`src/include/tlb_settings.svh`:
```
// Single page size only; TLB_ORDER plus TLB_PG_BITS must stay below TLB_VADDR_BITS
`ifndef TLB_SETTINGS_SVH
`define TLB_SETTINGS_SVH

// ---------------------------------------------------------------------------
// Page geometry
// ---------------------------------------------------------------------------
// Page offset width, 4 KiB pages
`define TLB_PG_BITS     12

// Number of table entries is 1 << TLB_ORDER
`define TLB_ORDER       6

// ---------------------------------------------------------------------------
// Field widths
// ---------------------------------------------------------------------------
`define TLB_VADDR_BITS  48
`define TLB_PADDR_BITS  40

// Process id, compared on every lookup
`define TLB_PID_BITS    6

// Request length, copied through untouched
`define TLB_LEN_BITS    16

`endif

```
`src/rtl/tlb_pkg.sv`:
```
// Shared types of the translation region; all widths follow tlb_settings.svh
`include "tlb_settings.svh"

package tlb_pkg;

    // ------------------------------------------------------------------------
    // Plain vectors
    // ------------------------------------------------------------------------
    typedef logic [`TLB_VADDR_BITS-1:0] vaddr_t;
    typedef logic [`TLB_PADDR_BITS-1:0] paddr_t;
    typedef logic [`TLB_PID_BITS-1:0] pid_t;
    typedef logic [`TLB_LEN_BITS-1:0] len_t;

    // Page numbers, offset stripped
    typedef logic [`TLB_VADDR_BITS-`TLB_PG_BITS-1:0] vpn_t;
    typedef logic [`TLB_PADDR_BITS-`TLB_PG_BITS-1:0] ppn_t;

    // Low vpn bits pick the entry, the rest is stored as tag
    typedef logic [`TLB_ORDER-1:0] index_t;
    typedef logic [`TLB_VADDR_BITS-`TLB_PG_BITS-`TLB_ORDER-1:0] tag_t;

    // ------------------------------------------------------------------------
    // Records
    // ------------------------------------------------------------------------
    typedef struct packed {
        vaddr_t vaddr;
        pid_t   pid;
        len_t   len;
    } req_t;

    typedef struct packed {
        paddr_t paddr;
        pid_t   pid;
        len_t   len;
    } xlat_t;

    typedef struct packed {
        vaddr_t vaddr;
        pid_t   pid;
    } fault_t;

    // Valid low on a map write invalidates the entry
    typedef struct packed {
        logic valid;
        vpn_t vpn;
        pid_t pid;
        ppn_t ppn;
    } map_t;

    typedef struct packed {
        vpn_t vpn;
        pid_t pid;
    } lookup_req_t;

    typedef struct packed {
        logic hit;
        ppn_t ppn;
    } lookup_rsp_t;

    // ------------------------------------------------------------------------
    // State machines
    // ------------------------------------------------------------------------
    typedef enum logic [1:0] {MTX_FREE, MTX_RD, MTX_WR} mutex_state_t;

    typedef enum logic [1:0] {ST_IDLE, ST_LOCK, ST_LOOKUP, ST_RESULT} xlat_state_t;

endpackage

```
`src/rtl/tlb_translate_fsm.sv`:
```
// One request in flight; a new strobe is accepted in idle or in the result cycle only
`timescale 1ns/1ps
`include "tlb_settings.svh"

module tlb_translate_fsm (
    input  logic                 aclk,
    input  logic                 aresetn,
    input  logic                 req_valid,
    input  tlb_pkg::req_t        req,
    output logic                 busy,
    output logic                 lock,
    input  logic                 grant,
    output logic                 lookup_valid,
    output tlb_pkg::lookup_req_t lookup_req,
    input  tlb_pkg::lookup_rsp_t lookup_rsp,
    output logic                 xlat_valid,
    output tlb_pkg::xlat_t       xlat,
    output logic                 fault_valid,
    output tlb_pkg::fault_t      fault
);

tlb_pkg::xlat_state_t state;

// Stored request, payload only
tlb_pkg::req_t req_q;

// Page offset of the stored request
logic [`TLB_PG_BITS-1:0] pg_offs;

logic in_result;

// ---------------------------------------------------------------------------
// State machine
// ---------------------------------------------------------------------------
always_ff @(posedge aclk) begin
    if (!aresetn) begin
        state <= tlb_pkg::ST_IDLE;
    end else begin
        case (state)
            tlb_pkg::ST_IDLE: begin
                if (req_valid) begin
                    state <= tlb_pkg::ST_LOCK;
                end
            end
            tlb_pkg::ST_LOCK: begin
                // Wait here while the other side owns the table
                if (grant) begin
                    state <= tlb_pkg::ST_LOOKUP;
                end
            end
            tlb_pkg::ST_LOOKUP: begin
                state <= tlb_pkg::ST_RESULT;
            end
            tlb_pkg::ST_RESULT: begin
                // Busy is already low here, so back-to-back requests land now
                if (req_valid) begin
                    state <= tlb_pkg::ST_LOCK;
                end else begin
                    state <= tlb_pkg::ST_IDLE;
                end
            end
            default: state <= tlb_pkg::ST_IDLE;
        endcase
    end
end

// Capture on acceptance
always_ff @(posedge aclk) begin
    if (req_valid && !busy) begin
        req_q <= req;
    end
end

// ---------------------------------------------------------------------------
// Lock and lookup
// ---------------------------------------------------------------------------
// Lock covers the wait and the lookup, released in the result cycle
assign lock = (state == tlb_pkg::ST_LOCK) || (state == tlb_pkg::ST_LOOKUP);
assign busy = lock;

// Single strobe, grant is always held in this state
assign lookup_valid   = (state == tlb_pkg::ST_LOOKUP);
assign lookup_req.vpn = req_q.vaddr[`TLB_VADDR_BITS-1:`TLB_PG_BITS];
assign lookup_req.pid = req_q.pid;

// ---------------------------------------------------------------------------
// Result
// ---------------------------------------------------------------------------
assign in_result = (state == tlb_pkg::ST_RESULT);
assign pg_offs   = req_q.vaddr[`TLB_PG_BITS-1:0];

// Exactly one of the two pulses per request
assign xlat_valid  = in_result && lookup_rsp.hit;
assign fault_valid = in_result && !lookup_rsp.hit;

// Translated address is ppn with the original offset
assign xlat.paddr = {lookup_rsp.ppn, pg_offs};
assign xlat.pid   = req_q.pid;
assign xlat.len   = req_q.len;

// Fault reports the untranslated address
assign fault.vaddr = req_q.vaddr;
assign fault.pid   = req_q.pid;

endmodule

```
`config.mk`:
```
export PLATFORM = sky130hd
export DESIGN_NAME = tlb_translate_fsm
export DESIGN_NICKNAME = d
export VERILOG_FILES = /design/src/rtl/tlb_pkg.sv /design/src/rtl/tlb_translate_fsm.sv
export VERILOG_INCLUDE_DIRS = /design/src /design/src/include
export SDC_FILE = /design/constraint.sdc
export NUM_CORES = 1
export LEC_CHECK = 0
export ABC_AREA = 1
export BUFFER_PORTS_ARGS = -buffer_cell sky130_fd_sc_hd__buf_2
export CAP_MARGIN = 30
export CORE_AREA = 2 2 103 105
export CTS_BUF_LIST = sky130_fd_sc_hd__clkbuf_16
export DETAILED_ROUTE_END_ITERATION = 16
export DIE_AREA = 0 0 105 107
export PLACE_DENSITY_LB_ADDON = 0.15
export SYNTH_ARGS = -nofsm -noshare
export SYNTH_HDL_FRONTEND = slang
export SYNTH_SLANG_ARGS = --single-unit
```
`constraint.sdc`:
```
create_clock -name aclk -period 4.7 [get_ports aclk]
set_clock_uncertainty 0.2 [all_clocks]
set_input_delay 1.175 -clock aclk [delete_from_list [all_inputs] [get_ports aclk]]
set_output_delay 1.175 -clock aclk [all_outputs]
set_load 0.05 [all_outputs]
```
==> summary.txt, run 1 <==
Power
  – Cell area power density: 889 nW/µm²
  – Leak: 1.80 nW
  – Total power: between 3 and 4 mW
  – Seq pwr share: 0.297
  – Peak supply drop: roughly 440 µV
  – Switching power: roughly 1.7 mW
  – Switching Share: 0.497
  – Logic pwr share: 0.481
  – Clock power frac: 0.222
  – Internal power: 1.73 mW

Layout
  – Nets@finish: 430
  – ANT cells: 0
  – Filler cells: about 1000
  – Post-Layout Cell Count: 464
  – Area Overhead vs Synth: 30.8%
  – Sequential cell area: about 2100 µm²
  – Layout cells sized above 1: 0.707
  – Multi-input logic area: 134 µm²

GRT
  – GRT Residual Overflow: 0
  – Largest net degree at the start of global routing: 35
  – First-pass GRT wire length: 8.53 mm
  – Initial antenna violation count: 1
  – Vias in the first global route: about 1700
  – Gr usage total: 0.102

Status
  – Status: completed

STA
  – Setup WS post-layout: 1700 ps
  – Slew Limit Fails: 0
  – Slew HR: 0.602
  – Final cycle utilization of the critical path: 0.638
  – Hold_ws: around 330 ps
  – Setup TNS: 0 ps
  – Setup Viol. Count Final: 0
  – Worst-Margin Slew: 596 ps
  – Tmin final: 3000 ps
  – Fmax: 333 MHz
  – Endpoints failing hold: 0
  – RSZ-0062 raised after global routing: no

Detailed routing
  – First DRT Iteration DRCs: 47
  – DRT Pass-1 Iters: 3
  – DR WL/cell: 13.1 µm
  – Drt via density: roughly 3.8
  – ANT nets after route: 0
  – Routed vias: 1768
  – Post-route DRC: 0
  – Routed WL: 6.09 mm

Synth
  – Synthesized area per cell: 15.7 µm²
  – Syn Inst Count: 189
  – Sequential-to-total area share from yosys stat: 0.722
  – Synthesized area: 2970 µm²
  – Seq cells post-synth: 72
  – Syn nets: 296
  – Syn. warnings: 0
  – Post-synthesis cell type count: 12

Clock tree
  – Post-CTS Resized: 0
  – Post-CTS Setup Bufs: 0
  – Clock Latency Late Sink: 320 ps
  – CTS Buf Count: 9
  – Clock slew at reported path FFs: 60 ps
  – Clock buffer depth: 2
  – CTS tree: yes
  – H-tree levels: 3
  – Hold_buf cts: 0
  – CTS Sinks: 72
  – CTS root buf: clkbuf_16

Critical path
  – Crit-path cells: buf_2 > nor2_1 > buf_2
  – Most frequent CP cell: buf_2
  – FF-to-FF path depth: 4
  – Worst setup SP type: input port
  – Crit-path max FO: 2
  – WP data required: roughly 3300 ps
  – Critical path depth: 3
  – CP peak stage delay: between 200 and 300 ps
  – Slowest cell on crit path: buf_2
  – CP bufs+invs: 2
  – CP Capture Type: primary output
  – WP data arrival: about 1600 ps
  – Critical path type: in -> out
  – Cell family with most CP delay: buffers and inverters

Place
  – I/O Buffers: around 210
  – Placed insts: 448
  – HPWL Detailed: approximately 4.8 mm
  – DP Worst Slack: 1700 ps
  – Routability cong.: 0.725

Die
  – Die Span Y: 107 µm
  – I/O pins: 266
  – Die Area: around 11000 µm²
  – Core area: about 10000 µm²
  – FP Rows: 37
  – Initial core utilization: 0.294
  – Die width: 105 µm

Run
  – Max-capacitance violation count: 0

Worst hold path
  – Worst Hold Depth: 2
  – HP Class: reg -> reg
[logic make-up after synthesis]
group                    count (synthesis)  share of synthesized area
AO/OA/AOI/OAI                            2                    0.00337
adder cells (fa/ha/maj)                  4                     0.0169
buffers and inverters                   97                      0.235
flip-flops                              72                      0.722
AND/OR/NAND/NOR                         14                     0.0224
[synth_stat cells, drive strengths merged]
master  instances  share of area
nor2            2         0.0025
inv             8          0.010
ha              4          0.017
nand3           3         0.0051
nand2           9          0.015
buf            89           0.23
dfxtp           2          0.013
a21oi           2         0.0034
edfxtp         70           0.71
[path summary, 6_finish.rpt]
path	start	endpoint	slack, ps
setup / recovery	lookup_rsp[28]	fault_valid	1700
hold reg to reg	state[1]	state[1]	330
setup reg to reg	state[1]	fault[1]	2260
hold / removal	state[1]	state[1]	330
[registers in the layout (all words and copies together), names as in the netlist]
register,flops
fault,54
xlat,16
state,2
[area by class of cell]
cell class / count / area share
clock buffer: 9 / 0.0580
clock inverter: 7 / 0.0287
inverter: 8 / 0.00774
multi-input combinational: 20 / 0.0345
sequential: 72 / 0.552
tap: 136 / 0.0438
timing repair buffer: 212 / 0.275
[worst register-to-register path, stage by stage (launching register included)]
cell and delay, ps:
dfxtp_1 410, inv_1 90, ha_1 350, nor2_4 510, buf_4 500
[through the flow]
stage | utilization | instance area, µm²
after floorplan | - | 2970
after global placement | 0.351 | 3540
after detailed placement | 0.351 | 3540
after CTS | 0.385 | 3880
after global routing | 0.385 | 3880
final | 0.385 | 3880
[power by group through the flow]
stage / registers, mW / clock network [mW] / logic (mW)
3_3_place_gp: 1.04 / 0 / 1.68
2_1_floorplan: 1.63 / 0 / 0.967
5_1_grt: 1.05 / 0.814 / 1.72
3_5_place_dp: 1.04 / 0 / 1.68
4_1_cts: 1.03 / 0.792 / 1.68
6_report: 1.02 / 0.765 / 1.66
[layer usage]
metal  routed length, µm  track usage  share of wire  up-vias
met1                2170        0.104           0.36      801
met5                  13            0         0.0021        -
met4                  75       0.0448          0.012        2
met3                 712       0.0590           0.12        9
li1                    -            -              -      819
met2                3120        0.171           0.51      137
[placed cells by master (no fill, tap or decap)]
cell type,count
buf_2,209
edfxtp_1,70
clkbuf_16,9
inv_1,7
nand2_1,7
ha_1,4
nand3_1,3
bufinv_16,3
buf_4,3
inv_2,2
a21oi_1,2
clkinv_2,2
dfxtp_1,2
nor2_1,1
nor2_4,1
nand2_4,1
nand2_2,1
clkinvlp_4,1
Note: power is estimated with default switching activity, not from simulation.
==> run 2, diff against run 1 <==
--- a/config.mk
+++ b/config.mk
@@ -6,7 +6,7 @@
 export SDC_FILE = /design/constraint.sdc
 export NUM_CORES = 1
 export LEC_CHECK = 0
-export ABC_AREA = 1
+export ABC_AREA = 0
 export BUFFER_PORTS_ARGS = -buffer_cell sky130_fd_sc_hd__buf_2
 export CAP_MARGIN = 30
 export CORE_AREA = 2 2 103 105
==> constraint.sdc (replaced) <==
create_clock -name aclk -period 2.6 [get_ports aclk]
set_clock_uncertainty 0.2 [all_clocks]
set_input_delay 0.65 -clock aclk [delete_from_list [all_inputs] [get_ports aclk]]
set_output_delay 0.65 -clock aclk [all_outputs]
set_load 0.05 [all_outputs]
==> run 2 against run 1 <==
Sequential cell count stayed put. Sequential share of layout area rose by 0.56 points. Combinational power increased by 84%. Non-clock buffer count shrank 2. Total power up 77%. Synthesized cell count is 5.3% lower. First-iteration DRC count decreased by 55%. Largest cell class unchanged.
==> summary.txt, run 2 <==
Status
  – Status: completed

Power
  – Leak: 1.74 nW (-3.3%)
  – Cell area power density: 1590 nW/µm² (+79%)
  – Peak supply drop: 1010 µV (+130%)

Die
  – Die Area: 11200 µm² (unchanged)
  – Die width: 105 µm (unchanged)
  – Core area: 10100 µm² (unchanged)
  – FP Rows: 37 (unchanged)
  – Initial core utilization: 0.294 (about the same)
  – Die Span Y: 107 µm (unchanged)
  – I/O pins: 266 (unchanged)

Detailed routing
  – DRT Pass-1 Iters: 3 (unchanged)
  – DR WL/cell: 13.8 µm (+5.0%)
  – Routed WL: 6.24 mm (+2.5%)
  – Post-route DRC: 0 (unchanged)
  – ANT nets after route: 0 (unchanged)
  – Drt via density: 3.82 (+0.28%)
  – First DRT Iteration DRCs: 21 (-55%)
  – Routed vias: 1731 (-2.1%)

Synth
  – Syn Inst Count: 179 (-5.3%)
  – Syn. warnings: 0 (unchanged)
  – Top cell type's share of synthesized area: 0.709 (about the same)
  – Synthesized area per cell: 16.6 µm² (+5.5%)
  – Synthesized area: 2960 µm² (about the same)
  – Sequential-to-total area share from yosys stat: 0.723 (about the same)
  – Top FF cell, synth: edfxtp_1
  – Syn nets: 286 (-3.4%)
  – Asr flop ratio synth: 0 (unchanged)
  – Number of synthesized flops with an enable pin: 70 (unchanged)
  – Post-synthesis cell type count: 15 (+3)
  – Synth area leader: edfxtp_1
  – Synth area leaders: edfxtp_1 71%, buf_4 23%, ha_1 1.7%
  – Seq cells post-synth: 72 (unchanged)
  – Cell with the most instances after synthesis: buf_4
  – Commonest cells post-synth: 89 x buf_4, 70 x edfxtp_1, 4 x ha_1

Layout
  – Most frequent cells in the layout: 209 x buf_2, 70 x edfxtp_1, 9 x clkbuf_16
  – Area Overhead vs Synth: 29.6%
  – Final Cell Area: 3840 µm² (-1.0%)
  – Post-Layout Cell Count: 453 (-2.4%)
  – Layout cells sized above 1: 0.725 (+0.0174)
  – Nets@finish: 418 (-2.8%)
  – Commonest non-fill, non-tap cell in the layout: buf_2
  – Fin util: 0.381 (-0.00384)
  – Max reg flops: 54 (unchanged)

Clock tree
  – CTS Sinks: 72 (unchanged)
  – Hold_buf cts: 0 (unchanged)
  – H-tree levels: 3 (unchanged)
  – Clock Latency Late Sink: 320 ps (about the same)
  – CTS tree: yes
  – CTS root buf: clkbuf_16
  – Post-CTS Setup Bufs: 0 (unchanged)
  – Post-CTS Resized: 0 (unchanged)
  – CTS Buf Count: 9 (unchanged)
  – Clock buffer depth: 2 (unchanged)
  – Clock slew at reported path FFs: 60 ps (about the same)

Place
  – Placed insts: 436 (-2.7%)
  – HPWL Detailed: 4.82 mm (+1.2%)
  – I/O Buffers: 209 (unchanged)
  – Placement Cell Area: 3540 µm² (about the same)
  – DP Worst Slack: 630 ps (-1070 ps)
  – Routability cong.: 0.713 (-1.8%)

STA
  – Setup WS post-layout: 309 ps (-1390 ps)
  – Setup TNS: 0 ps (unchanged)
  – Final cycle utilization of the critical path: 0.881
  – Slew HR: 0.738 (+0.136)
  – Tmin final: 2290 ps
  – Endpoints failing hold: 0 (unchanged)
  – Fmax: 437 MHz
  – Slew Limit Fails: 0 (unchanged)
  – Setup Viol. Count Final: 0 (unchanged)
  – RSZ-0062 raised after global routing: no
  – Worst-Margin Slew: 394 ps (-202 ps)

GRT
  – Vias in the first global route: 1586 (-7.3%)
  – Initial antenna violation count: 1 (unchanged)
  – First-pass GRT wire length: 8.47 mm (-0.64%)
  – Gr usage total: 0.104 (+0.00167)
  – GRT Residual Overflow: 0 (unchanged)
  – Largest net degree at the start of global routing: 71 (+100%)

Critical path
  – Crit-path max FO: 5 (+3)
  – CP Capture Type: primary output
  – WP data arrival: 1440 ps (-180 ps)
  – Critical path type: reg -> out
  – WP data required: 1750 ps (-1570 ps)
  – Worst setup SP type: register

Run
  – Max-capacitance violation count: 0 (unchanged)

Worst hold path
  – HP Class: in -> reg
[run 2: per-stage QoR]
stage	total power, mW	hold WS, ps
2_1_floorplan	4.74	298
3_3_place_gp	4.97	327
3_5_place_dp	4.97	335
4_1_cts	6.21	280
5_1_grt	6.36	280
6_report	6.11	298
[run 2: path summary, 6_finish.rpt]
check | start | to | slack, ps | cells past startpoint
worst max register to register | state[1] | fault[20] | 770 | 4
worst min register to register | state[1] | state[1] | 340 | 2
worst min-delay path | req[34] | fault[18] | 300 | 1
worst max-delay path | state[1] | busy | 310 | 3
[run 2: worst max-delay path, stage by stage, from the launching register on]
cell     delay [ps]
dfxtp_1         390
inv_1            80
ha_2            370
buf_2           270
[run 2: cell type report]
cell class	count	area, µm²
Antenna cell	1	2.50
Tap cell	136	170
Clock inverter	7	72.6
Sequential cell	72	2140
Multi-Input combinational cell	16	156
Clock buffer	9	225
Timing Repair Buffer	210	1070
Fill cell	1003	6250
Inverter	2	7.51
[run 2: kinds of logic (layout without fill, tap and decap cells)]
family / count (synthesis) / count (layout) / synth area share
buffers and inverters: 91 / 228 / 0.228
AOI/OAI and AO/OA: 4 / 4 / 0.0106
DFF: 72 / 72 / 0.723
and+or+nand+nor: 8 / 8 / 0.0220
other: 0 / 1 / 0
adders and majority gates: 4 / 4 / 0.0169
[run 2: power by group]
group          internal (mW)  leakage, nW  total (mW)  switching (mW)
combinational          0.525        0.916        3.05            2.53
sequential              1.72        0.684        1.86           0.142
clock                  0.742        0.143        1.20           0.460
total                   2.98         1.74        6.11            3.13
[run 2: metal layers]
layer	up-vias	wire length, µm	part of all wire	global-route usage
li1	800	-	-	-
met1	777	2130	0.34	0.105
met2	141	3190	0.51	0.175
met3	13	751	0.12	0.0529
met4	0	165	0.026	0.0552
met5	-	0	0	0
